[src/rv_macros.svh]
// width and size defines shared by the packages and the core
// data width, register count, register address width

`ifndef RV_MACROS_SVH
`define RV_MACROS_SVH

// integer register and datapath width
`define XLEN 32

// architectural register file size
`define REG_COUNT 32

// register index width, log2 of REG_COUNT
`define REG_ADDR_W 5

`endif
[src/rv_isa_pkg.sv]
// rv32i encodings used by the core
// major opcodes, funct7 patterns and alu operation codes

`include "rv_macros.svh"

package rv_isa_pkg;

	// one architectural data word
	typedef logic [`XLEN-1:0] word_t;

	// major opcodes the core understands, inst[6:0]
	typedef enum logic [6:0] {
		OPC_OP     = 7'b0110011,
		OPC_OP_IMM = 7'b0010011,
		OPC_LUI    = 7'b0110111
	} opcode_e;

	// funct7 patterns
	// alternate form selects sub and sra / srai
	localparam logic [6:0] F7_BASE = 7'b0000000;
	localparam logic [6:0] F7_ALT  = 7'b0100000;

	// alu operations
	// low three bits follow funct3, top bit marks the alternate form
	typedef enum logic [3:0] {
		ALU_ADD    = 4'b0000,
		ALU_SLL    = 4'b0001,
		ALU_SLT    = 4'b0010,
		ALU_SLTU   = 4'b0011,
		ALU_XOR    = 4'b0100,
		ALU_SRL    = 4'b0101,
		ALU_OR     = 4'b0110,
		ALU_AND    = 4'b0111,
		ALU_SUB    = 4'b1000,
		ALU_SRA    = 4'b1101,
		// lui, result is operand b
		ALU_PASS_B = 4'b1111
	} alu_op_e;

endpackage

[src/rv_pipe_pkg.sv]
// stage to stage records of the three stage pipeline
// decode to execute, execute to result, forwarding source

`include "rv_macros.svh"

package rv_pipe_pkg;

	// decode register, read by the alu
	typedef struct packed {
		logic                   valid;
		logic                   illegal;
		// set only for legal instructions with rd != x0
		logic                   wreg;
		logic [`REG_ADDR_W-1:0] rd;
		rv_isa_pkg::alu_op_e    alu_op;
		logic [`XLEN-1:0]       a;
		// immediate already merged in where the instruction has one
		logic [`XLEN-1:0]       b;
	} dec_to_ex_t;

	// execute register, feeds retire and register write
	typedef struct packed {
		logic                   valid;
		logic                   illegal;
		logic                   wreg;
		logic [`REG_ADDR_W-1:0] rd;
		logic [`XLEN-1:0]       data;
	} ex_to_res_t;

	// bypass source seen by decode
	typedef struct packed {
		logic                   wreg;
		logic [`REG_ADDR_W-1:0] rd;
		logic [`XLEN-1:0]       data;
	} fwd_t;

endpackage

[src/cpu.sv]
// rv32i core top level
// decode, execute and result stages with their bypass paths

`include "rv_macros.svh"

module cpu (
	input  logic                   clk_in,
	input  logic                   reset_i,
	// pause the whole core while low
	input  logic                   rdy_i,
	input  logic                   inst_valid_i,
	input  logic [31:0]            inst_i,
	// debug register read
	input  logic [`REG_ADDR_W-1:0] dbg_sel_i,
	output logic [`XLEN-1:0]       dbgreg_o,
	// retire report
	output logic                   retire_valid_o,
	output logic [`REG_ADDR_W-1:0] retire_rd_o,
	output logic [`XLEN-1:0]       retire_data_o,
	output logic                   retire_wreg_o,
	output logic                   retire_illegal_o,
	output logic [`XLEN-1:0]       retired_count_o
);

	import rv_pipe_pkg::*;

	// stage chain
	dec_to_ex_t             dec_to_ex;
	ex_to_res_t             ex_to_res;

	// bypass sources
	fwd_t                   ex_fwd;
	fwd_t                   res_fwd;

	// decode to register file
	logic [`REG_ADDR_W-1:0] rs1_addr;
	logic [`REG_ADDR_W-1:0] rs2_addr;
	logic [`XLEN-1:0]       rs1_data;
	logic [`XLEN-1:0]       rs2_data;

	rv_decode u_decode (
		.clk_in       (clk_in),
		.reset_i      (reset_i),
		.rdy_i        (rdy_i),
		.inst_valid_i (inst_valid_i),
		.inst_i       (inst_i),
		.rs1_addr_o   (rs1_addr),
		.rs2_addr_o   (rs2_addr),
		.rs1_data_i   (rs1_data),
		.rs2_data_i   (rs2_data),
		.ex_fwd_i     (ex_fwd),
		.res_fwd_i    (res_fwd),
		.dec_o        (dec_to_ex)
	);

	rv_execute u_execute (
		.clk_in   (clk_in),
		.reset_i  (reset_i),
		.rdy_i    (rdy_i),
		.dec_i    (dec_to_ex),
		.ex_fwd_o (ex_fwd),
		.res_o    (ex_to_res)
	);

	rv_result u_result (
		.clk_in           (clk_in),
		.reset_i          (reset_i),
		.rdy_i            (rdy_i),
		.res_i            (ex_to_res),
		.rs1_addr_i       (rs1_addr),
		.rs2_addr_i       (rs2_addr),
		.rs1_data_o       (rs1_data),
		.rs2_data_o       (rs2_data),
		.dbg_sel_i        (dbg_sel_i),
		.dbgreg_o         (dbgreg_o),
		.res_fwd_o        (res_fwd),
		.retire_valid_o   (retire_valid_o),
		.retire_rd_o      (retire_rd_o),
		.retire_data_o    (retire_data_o),
		.retire_wreg_o    (retire_wreg_o),
		.retire_illegal_o (retire_illegal_o),
		.retired_count_o  (retired_count_o)
	);

endmodule

[src/rv_result.sv]
// result stage
// register file, retire report and retire counter

`include "rv_macros.svh"

module rv_result (
	input  logic                    clk_in,
	input  logic                    reset_i,
	input  logic                    rdy_i,
	input  rv_pipe_pkg::ex_to_res_t res_i,
	input  logic [`REG_ADDR_W-1:0]  rs1_addr_i,
	input  logic [`REG_ADDR_W-1:0]  rs2_addr_i,
	output logic [`XLEN-1:0]        rs1_data_o,
	output logic [`XLEN-1:0]        rs2_data_o,
	input  logic [`REG_ADDR_W-1:0]  dbg_sel_i,
	output logic [`XLEN-1:0]        dbgreg_o,
	output rv_pipe_pkg::fwd_t       res_fwd_o,
	output logic                    retire_valid_o,
	output logic [`REG_ADDR_W-1:0]  retire_rd_o,
	output logic [`XLEN-1:0]        retire_data_o,
	output logic                    retire_wreg_o,
	output logic                    retire_illegal_o,
	output logic [`XLEN-1:0]        retired_count_o
);

	logic [`XLEN-1:0] regs [`REG_COUNT];
	logic             retire;

	// one retire per rdy-high edge
	assign retire = res_i.valid && rdy_i;

	// write port, x0 left untouched
	always_ff @(posedge clk_in) begin
		if (reset_i) begin
			for (int i = 0; i < `REG_COUNT; i++)
				regs[i] <= '0;
		end else if (retire && res_i.wreg && res_i.rd != '0) begin
			regs[res_i.rd] <= res_i.data;
		end
	end

	// read ports, combinational
	assign rs1_data_o = regs[rs1_addr_i];
	assign rs2_data_o = regs[rs2_addr_i];
	assign dbgreg_o   = regs[dbg_sel_i];

	// value about to be written, covers the write edge
	assign res_fwd_o.wreg = res_i.valid && res_i.wreg;
	assign res_fwd_o.rd   = res_i.rd;
	assign res_fwd_o.data = res_i.data;

	// retire report
	assign retire_valid_o   = retire;
	assign retire_rd_o      = res_i.rd;
	assign retire_data_o    = res_i.data;
	assign retire_wreg_o    = res_i.wreg;
	assign retire_illegal_o = res_i.illegal;

	always_ff @(posedge clk_in) begin
		if (reset_i)
			retired_count_o <= '0;
		else if (retire)
			retired_count_o <= retired_count_o + 1'b1;
	end

	// x0 reads zero on every port
	assert property (@(posedge clk_in) disable iff (reset_i)
		((rs1_addr_i == '0) |-> (rs1_data_o == '0)) and
		((rs2_addr_i == '0) |-> (rs2_data_o == '0)) and
		((dbg_sel_i == '0) |-> (dbgreg_o == '0)));

endmodule

[src/rv_execute.sv]
// execute stage
// rv32i alu, bypass source and execute pipeline register

`include "rv_macros.svh"

module rv_execute (
	input  logic                    clk_in,
	input  logic                    reset_i,
	input  logic                    rdy_i,
	input  rv_pipe_pkg::dec_to_ex_t dec_i,
	output rv_pipe_pkg::fwd_t       ex_fwd_o,
	output rv_pipe_pkg::ex_to_res_t res_o
);

	import rv_isa_pkg::*;

	word_t      alu_res;
	logic [4:0] shamt;
	logic       lt_s;
	logic       lt_u;

	// shifts take only the low five bits of b
	assign shamt = dec_i.b[4:0];
	assign lt_s  = $signed(dec_i.a) < $signed(dec_i.b);
	assign lt_u  = dec_i.a < dec_i.b;

	always_comb begin
		case (dec_i.alu_op)
			ALU_ADD:    alu_res = dec_i.a + dec_i.b;
			ALU_SUB:    alu_res = dec_i.a - dec_i.b;
			ALU_SLL:    alu_res = dec_i.a << shamt;
			ALU_SLT:    alu_res = {{(`XLEN-1){1'b0}}, lt_s};
			ALU_SLTU:   alu_res = {{(`XLEN-1){1'b0}}, lt_u};
			ALU_XOR:    alu_res = dec_i.a ^ dec_i.b;
			ALU_SRL:    alu_res = dec_i.a >> shamt;
			// arithmetic shift keeps the sign
			ALU_SRA:    alu_res = $signed(dec_i.a) >>> shamt;
			ALU_OR:     alu_res = dec_i.a | dec_i.b;
			ALU_AND:    alu_res = dec_i.a & dec_i.b;
			ALU_PASS_B: alu_res = dec_i.b;
			default:    alu_res = '0;
		endcase
	end

	// newest result, bypassed to decode in the same cycle
	assign ex_fwd_o.wreg = dec_i.wreg;
	assign ex_fwd_o.rd   = dec_i.rd;
	assign ex_fwd_o.data = alu_res;

	// execute pipeline register
	always_ff @(posedge clk_in) begin
		if (reset_i) begin
			res_o.valid   <= 1'b0;
			res_o.illegal <= 1'b0;
			res_o.wreg    <= 1'b0;
		end else if (rdy_i) begin
			res_o.valid   <= dec_i.valid;
			res_o.illegal <= dec_i.illegal;
			res_o.wreg    <= dec_i.wreg;
			res_o.rd      <= dec_i.rd;
			res_o.data    <= alu_res;
		end
	end

	// decode only raises wreg for a live instruction
	assert property (@(posedge clk_in) disable iff (reset_i)
		ex_fwd_o.wreg |-> dec_i.valid);

endmodule

[src/rv_decode.sv]
// decode stage
// instruction capture, opcode decode, immediates and operand bypass

`include "rv_macros.svh"

module rv_decode (
	input  logic                    clk_in,
	input  logic                    reset_i,
	input  logic                    rdy_i,
	input  logic                    inst_valid_i,
	input  logic [31:0]             inst_i,
	output logic [`REG_ADDR_W-1:0]  rs1_addr_o,
	output logic [`REG_ADDR_W-1:0]  rs2_addr_o,
	input  logic [`XLEN-1:0]        rs1_data_i,
	input  logic [`XLEN-1:0]        rs2_data_i,
	input  rv_pipe_pkg::fwd_t       ex_fwd_i,
	input  rv_pipe_pkg::fwd_t       res_fwd_i,
	output rv_pipe_pkg::dec_to_ex_t dec_o
);

	import rv_isa_pkg::*;
	import rv_pipe_pkg::*;

	// captured instruction
	logic                   inst_valid_q;
	logic [31:0]            inst_q;

	// instruction fields
	logic [6:0]             funct7;
	logic [2:0]             funct3;
	logic [`REG_ADDR_W-1:0] rd;
	logic                   alt;
	word_t                  imm_i;
	word_t                  imm_u;
	word_t                  rs1_val;
	word_t                  rs2_val;

	// decode results
	logic                   illegal;
	alu_op_e                alu_op;
	word_t                  op_a;
	word_t                  op_b;

	// newest writer wins and x0 stays zero
	function automatic word_t pick_operand(
		input logic [`REG_ADDR_W-1:0] addr,
		input word_t                  rf_data,
		input fwd_t                   ex_fwd,
		input fwd_t                   res_fwd
	);
		if (addr == '0)
			return '0;
		if (ex_fwd.wreg && ex_fwd.rd == addr)
			return ex_fwd.data;
		if (res_fwd.wreg && res_fwd.rd == addr)
			return res_fwd.data;
		return rf_data;
	endfunction

	// funct3 to alu op with alt picking sub / sra
	function automatic alu_op_e base_op(input logic [2:0] f3, input logic use_alt);
		case (f3)
			3'b000:  return use_alt ? ALU_SUB : ALU_ADD;
			3'b001:  return ALU_SLL;
			3'b010:  return ALU_SLT;
			3'b011:  return ALU_SLTU;
			3'b100:  return ALU_XOR;
			3'b101:  return use_alt ? ALU_SRA : ALU_SRL;
			3'b110:  return ALU_OR;
			default: return ALU_AND;
		endcase
	endfunction

	// stage register held while rdy is low
	always_ff @(posedge clk_in) begin
		if (reset_i) begin
			inst_valid_q <= 1'b0;
		end else if (rdy_i) begin
			inst_valid_q <= inst_valid_i;
			// word only matters together with valid
			if (inst_valid_i)
				inst_q <= inst_i;
		end
	end

	assign funct7     = inst_q[31:25];
	assign funct3     = inst_q[14:12];
	assign rd         = inst_q[11:7];
	assign alt        = (funct7 == F7_ALT);
	assign rs1_addr_o = inst_q[19:15];
	assign rs2_addr_o = inst_q[24:20];

	// sign extended i-type and u-type in upper bits
	assign imm_i = {{(`XLEN-12){inst_q[31]}}, inst_q[31:20]};
	assign imm_u = {inst_q[31:12], 12'b0};

	assign rs1_val = pick_operand(rs1_addr_o, rs1_data_i, ex_fwd_i, res_fwd_i);
	assign rs2_val = pick_operand(rs2_addr_o, rs2_data_i, ex_fwd_i, res_fwd_i);

	always_comb begin
		illegal = 1'b0;
		alu_op  = ALU_ADD;
		op_a    = rs1_val;
		op_b    = rs2_val;
		case (opcode_e'(inst_q[6:0]))
			OPC_OP: begin
				alu_op = base_op(funct3, alt);
				// alternate funct7 only for add/sub and srl/sra
				if (alt)
					illegal = !(funct3 == 3'b000 || funct3 == 3'b101);
				else if (funct7 != F7_BASE)
					illegal = 1'b1;
			end
			OPC_OP_IMM: begin
				op_b = imm_i;
				// addi has no alternate form so top imm bits are data
				alu_op = base_op(funct3, (funct3 == 3'b101) && alt);
				// shamt forms keep funct7 in the immediate
				if (funct3 == 3'b001)
					illegal = (funct7 != F7_BASE);
				else if (funct3 == 3'b101)
					illegal = !(alt || funct7 == F7_BASE);
			end
			OPC_LUI: begin
				alu_op = ALU_PASS_B;
				op_a   = '0;
				op_b   = imm_u;
			end
			default: illegal = 1'b1;
		endcase
	end

	// decode pipeline register
	always_ff @(posedge clk_in) begin
		if (reset_i) begin
			dec_o.valid   <= 1'b0;
			dec_o.illegal <= 1'b0;
			dec_o.wreg    <= 1'b0;
		end else if (rdy_i) begin
			dec_o.valid   <= inst_valid_q;
			dec_o.illegal <= inst_valid_q && illegal;
			// x0 destination retires without a write
			dec_o.wreg    <= inst_valid_q && !illegal && (rd != '0);
			dec_o.rd      <= rd;
			dec_o.alu_op  <= alu_op;
			dec_o.a       <= op_a;
			dec_o.b       <= op_b;
		end
	end

	// unknown major opcode leaves decode as illegal with no register write
	assert property (@(posedge clk_in) disable iff (reset_i)
		rdy_i && inst_valid_q && !(inst_q[6:0] inside {OPC_OP, OPC_OP_IMM, OPC_LUI})
		|=> dec_o.illegal && !dec_o.wreg);

endmodule

[config.mk]
export PLATFORM = sky130hd
export DESIGN_NAME = cpu
export DESIGN_NICKNAME = d
export VERILOG_FILES = /design/src/rv_isa_pkg.sv /design/src/rv_pipe_pkg.sv /design/src/cpu.sv /design/src/rv_result.sv /design/src/rv_execute.sv /design/src/rv_decode.sv
export VERILOG_INCLUDE_DIRS = /design/src
export SDC_FILE = /design/constraint.sdc
export NUM_CORES = 2
export LEC_CHECK = 0
export BUFFER_PORTS_ARGS = -buffer_cell sky130_fd_sc_hd__buf_2
export CAP_MARGIN = 30
export CORE_AREA = 2 2 482 579
export DETAILED_ROUTE_END_ITERATION = 10
export DIE_AREA = 0 0 484 581
export GPL_TIMING_DRIVEN = 0
export PLACE_DENSITY = 0.43
export SYNTH_ARGS = -nofsm -noshare
export SYNTH_HDL_FRONTEND = slang
export SYNTH_HIERARCHICAL = 1
export SYNTH_SLANG_ARGS = --single-unit
[constraint.sdc]
create_clock -name clk_in -period 6.75 [get_ports clk_in]
set_input_delay 1.35 -clock clk_in [delete_from_list [all_inputs] [get_ports clk_in]]
set_output_delay 1.35 -clock clk_in [all_outputs]
set_load 0.05 [all_outputs]
Yosys cells after proc, flatten, opt, wreduce, memory -nomap -nowiden:

Memories as Yosys holds them, arrays and structs flattened. A register that Yosys moved wholly into a read port is not among the register bits.
Cells that the tools add are included.

* register bits: 181
* RAM bits: 1024
* input bits: 41
* logic and storage cells: 128
* memories: 1

Memory list
* u_result.regs: words 32, bits a word 32, rd ports 3, clocked after Yosys merged registers in 2, write ports 32, RTL line rv_result.sv:26 `` logic [`XLEN-1:0] regs [`REG_COUNT]; ``

* add/subtract/negate cells: 3
* order comparisons: 2
* eq/ne operators: 24
* shifts and indexed selects: 3
* mux-type cells: 48
* bitwise operators: 4
* reductions and logical operators: 28

Operators by type and width (number)
* 32-bit 2-to-1 mux: 13
* 32-bit case mux with 11 select lines: 1
* 32-bit less-than comparator: 2
* 32-bit case mux with 2 select lines: 1
* 4-bit case mux with 7 select lines: 2
* 32-bit by 1-bit adder with 32-bit output, second input constant: 1
* 32-bit adder: 1
* 32-bit AND: 1
* 32-bit OR: 1
* 32-bit OR reduction: 1
* 32-bit by 5-bit left shift with 32-bit output: 1
* 32-bit by 5-bit >> shifter with 32-bit output: 1
* 32-bit by 5-bit >>> shifter with 32-bit output: 1
* 32-bit subtractor: 1
* 32-bit XOR: 1
* 1-bit 2-to-1 mux: 22
* 7-bit by 6-bit equality test with 1-bit output, second input constant: 3
* 5-bit equality test: 4
* 4-bit by 3-bit equality test with 1-bit output, second input constant: 4
* 4-bit 2-to-1 mux: 4
* 5-bit 2-to-1 mux: 3
* 4-bit equality test, second input constant: 3
* 1-bit logical AND: 12
* 4-bit case mux with 3 select lines: 1
* 18 further kinds: 27

Longest topological paths before layout:

* depth in word-level cells: 10
* gate-level depth with buffers: 17
* gate-level depth less buffers: 14

By module:

Netlist, hierarchy kept.

By module, submodules not included
* rv_result: times used 1, cells an instance 6002, area an instance 66545.1 um^2, seq. area each 31390.1 um^2
* rv_execute: times used 1, cells an instance 1372, area an instance 10074.7 um^2, seq. area each 1171.1 um^2
* rv_decode: times used 1, cells an instance 491, area an instance 5640.4 um^2, seq. area each 3233.1 um^2

Worst setup path before layout:

No wires, ideal clock.

* kind: input to register
* from: input reset_i
* to: register u_decode.inst_q[0], enable pin
* setup time: 0.392 ns
* arrival: 5.809 ns
* required time: 6.358 ns
* slack: 0.549 ns
* stages on the path: 2
* path buffers: 0
* path through: nor2b_1 and2_1

* longest elaborated chain between the ends: 2

RTL lines
* start: declaration: RTL line cpu.sv:8 `input logic reset_i,`
* 1-bit NOT (no source line)
* 3-bit AND reduction (no source line)
* end signal: assignment: RTL line rv_decode.sv:82 `inst_q <= inst_i;`
* end: declaration: RTL line rv_decode.sv:26 `logic [31:0] inst_q;`

Every way passes these cells.
A chain may end at the register's enable or synchronous reset.

==> flow_metrics.env <==
export IMPL_run_status="finished, final reports clean"
export IMPL_compound_gate_fraction_of_synth_area=0.1243
export IMPL_top_level_ports=145
export IMPL_layout_cell_area_non_filler_sq_mm=0.09401
export IMPL_ys_flop_type="edfxtp_1"
export IMPL_worst_clock_skew_ps=56.75
export IMPL_synth_simple_gate_area_share=0.1550
export IMPL_area_growth_synth_to_final_pct=14.28
export IMPL_grt_setup_unrepaired="no"
export IMPL_critPathCaptureType="flip-flop"
export IMPL_drive_above_1_share=0.1171
export IMPL_synth_cells=7865
export IMPL_cts_buffers=153
export IMPL_vias=69540
export IMPL_numPortBuffers=143
export IMPL_post_synth_xor_area_fraction=0.007985
export IMPL_met2WireLength_mm=219.3
export IMPL_initial_core_util=0.2990
export IMPL_postCtsSetupBuffers=0
export IMPL_cell_variety_after_synth=103
export IMPL_cp_buffers_inverters=6
export IMPL_die_area_sq_mm=0.2812
export IMPL_crit_arrival_ps=6880
export IMPL_fp_row_count=211
export IMPL_die_height_um=581
export IMPL_worst_pin_slew_ps=1130
export IMPL_power_per_cell_area_mw_per_mm2=227.8
export IMPL_via_per_inst=5.783
export IMPL_cp_max_fo=11
export IMPL_syn_avg_cell_area_sq_um=10.46
export IMPL_worst_r2r_endpoint="u_decode/dec_o[29]"
export IMPL_top_signal_layer_used="met5"
export IMPL_peakVddDrop_mv=0.1845
export IMPL_cp_slowest_stage_delay_ps=760
export IMPL_finish_net_count=8423
export IMPL_floorplan_die_width_um=484
export IMPL_synth_largest_area_cell="edfxtp_1"
export IMPL_worst_ep_required_time_ps=7410
export IMPL_drtIter0Drc=7703
export IMPL_slowest_stage="o211ai_1"
export IMPL_count_of_final_hold_check_violations=0
export IMPL_slew_headroom=0.2467
export IMPL_p_leak_uw=0.03826
export IMPL_placed_area_sq_mm=0.08889
export IMPL_dr_wl_met3_mm=29.70
export IMPL_synth_async_reset_ratio=0
export IMPL_power_total_uw=21410
export IMPL_cp_depth=17
export IMPL_track_usage=0.3096
export IMPL_finalWeightedCongestion=1.002
export IMPL_yosys_top_cells_count="mux2i_1 (1623), edfxtp_1 (1166), and2_1 (1007)"
export IMPL_path_class="flip-flop to flip-flop"
export IMPL_yosys_cell_count_top_type="mux2i_1"
export IMPL_largest_family_of_logic_cells_by_synthesized_area="multiplexers"
export IMPL_drt_pass1_iterations=6
export IMPL_cts_root_buffer_cell="clkbuf_16"
export IMPL_worst_r2r_startpoint="u_decode/dec_o[3]"
export IMPL_ff2ff_setup_slack_ps=530
export IMPL_synth_top_area_frac=0.4256
export IMPL_max_clock_freq_mhz=160.7
export IMPL_tritoncts="built"
export IMPL_multiInputGateArea_sq_mm=0.04227
export IMPL_overflow_left_after_global_routing=0
export IMPL_cts_reportedPaths_clkPinSlew_ps=60
export IMPL_cp_start_kind="flip-flop"
export IMPL_layout_area_seq_sq_mm=0.03579
export IMPL_timing_final_max_slew_violations=0
export IMPL_clk_latency_ps=850
export IMPL_setup_viol=0
export IMPL_number_of_synthesized_flops_with_an_enable_pin=1166
export IMPL_worstHoldPathType="flip-flop to flip-flop"
export IMPL_yosys_warnings=6
export IMPL_antenna_found_initial=68
export IMPL_setup_slack_ps=526.9
export IMPL_first_pass_grt_wire_length_mm=600.2
export IMPL_m1WireLength_mm=170.8
export IMPL_post_layout_minimum_cycle_time_ps=6223
export IMPL_totalWireLength_mm=451.8
export IMPL_dp_hpwl_mm=362.7
export IMPL_critical_path_cell_chain="clkbuf_1 -> inv_2 -> clkbuf_1 -> clkbuf_2 -> ha_1 -> buf_2 -> inv_1 -> o311a_1 -> o2111ai_2 -> a211oi_2 -> o21ai_1 -> a32oi_1 -> a221oi_2 -> xnor2_1 -> o211ai_1 -> o21ai_0 -> o22ai_1"
export IMPL_synth_adder_area_share=0.01554
export IMPL_timing_critical_path_from="u_decode/dec_o[3]"
export IMPL_max_cap_violations=0
export IMPL_detail_routed_net_length_per_standard_cell_um=37.57
export IMPL_core_sq_mm=0.2751
export IMPL_synth_cell_area_sq_mm=0.08226
export IMPL_fin_crit_share=0.9219
export IMPL_drc_errors=0
export IMPL_timing_reg2reg_worst_path_depth=17
export IMPL_clock_sink_count=1205
export IMPL_ctsHtreeMaxLevel=4
export IMPL_worst_setup_endpoint="u_decode/dec_o[29]"
export IMPL_synth_mux_area_fraction=0.2091
export IMPL_cpLargestDelayFamily="compound AO/OA/AOI/OAI gates"
export IMPL_top_cells_by_area_in_the_synthesized_netlist="edfxtp_1 (43%), mux2i_1 (20%), and2_1 (7.7%)"
export IMPL_sequential_share_of_the_synthesized_area=0.4351
export IMPL_first_global_vias=69200
export IMPL_ys_seq_elements=1205
export IMPL_clk_path_buf_depth=4
export IMPL_place_worst_setup_slack_ps=116.0
export IMPL_fillers=27830
export IMPL_grt_start_max_net_pins=33
export IMPL_route_antenna_remaining_nets=0
export IMPL_critical_path_top_cell_by_count="clkbuf_1"
export IMPL_cts_hold_buf=0
## metal layers
metal	up-vias	global-route usage
met2	3348	0.5330
met3	959	0.05076
met1	35280	0.3590
met5	-	0
met4	10	0.1892
li1	29940	-
## worst min path at each step
stage	start	end	slack, ps	depth (start not counted)
6_report	u_decode/dec_o[68]	u_execute/res_o[32]	460	0
3_3_place_gp	u_decode/dec_o[68]	u_execute/res_o[32]	450	0
3_5_place_dp	u_decode/dec_o[72]	u_execute/res_o[36]	440	0
5_1_grt	u_decode/dec_o[72]	u_execute/res_o[36]	480	0
2_1_floorplan	u_decode/inst_q[11]	u_decode/dec_o[72]	420	0
4_1_cts	u_decode/dec_o[68]	u_execute/res_o[32]	460	0
## sequential cells by signal (all words and copies together) (netlist names)
| name | flops |
|---|---|
| u_decode/dec_o | 76 |
| u_decode/inst_q | 32 |
| u_decode/inst_valid_q | 1 |
| u_execute/res_o | 40 |
| u_result/regs | 1024 |
| u_result/retired_count_o | 32 |
## layout make-up
type                    count  share of cell area
multi-input cells        5778              0.4496
repair buffers            230             0.02188
clock buffers             179             0.04244
well taps                3621             0.04819
inverters                 105            0.004193
diodes                     17           0.0004525
plain buffers             808             0.04221
flip-flops and latches   1205              0.3808
clock inverters            82             0.01026
## placed cells by master (no fill, tap or decap), types with 176 or more instances in the layout
cell type,instances
a21oi_1,455
a22o_1,192
a22oi_1,292
and2_1,1007
buf_2,321
buf_4,176
clkbuf_1,377
edfxtp_1,1166
mux2i_1,1623
nand2_1,423
nand3_1,324
nor2_1,276
## worst register-to-register path, stage by stage (launching register included)
cell and delay [ps]:
edfxtp_1 470, clkbuf_1 300, inv_2 270, clkbuf_1 600, clkbuf_2 500, ha_1 310, buf_2 170, inv_1 90
o311a_1 220, o2111ai_2 270, a211oi_2 550, o21ai_1 250, a32oi_1 520, a221oi_2 150, xnor2_1 170, o211ai_1 760
o21ai_0 240, o22ai_1 240
## cells by family (layout without fill, tap and decap cells)
logic type      count (synthesis)  count (layout)
other cells                     1              49
buf+inv                       913            1404
mux                          1671            1671
simple gates                 2372            2372
fa+ha+maj                     101             101
flops                        1205            1205
compound gates               1527            1527
xor+xnor                       75              75
## repair_timing
action,CTS,global route
gates resized for setup,0,5
hold endpoints to repair,0,0
endpoints found under the setup margin,0,3
## power by group
| group | switching, uW | internal (uW) |
|---|---|---|
| logic | 2870 | 1170 |
| registers | 363 | 8490 |
| clock network | 3470 | 5050 |
## metrics by stage
stage	util	hold WS, ps	TNS, ps	cells
final	0.3417	461.4	0	12030
after floorplan	-	416.9	0	7896
after detailed placement	0.3231	437.9	0	11740
after CTS	0.3412	461.4	0	12000
after global placement	0.3185	447.2	-112710	11660
after global routing	0.3416	476.3	0	12010
Power figures use the tool's default switching activity.
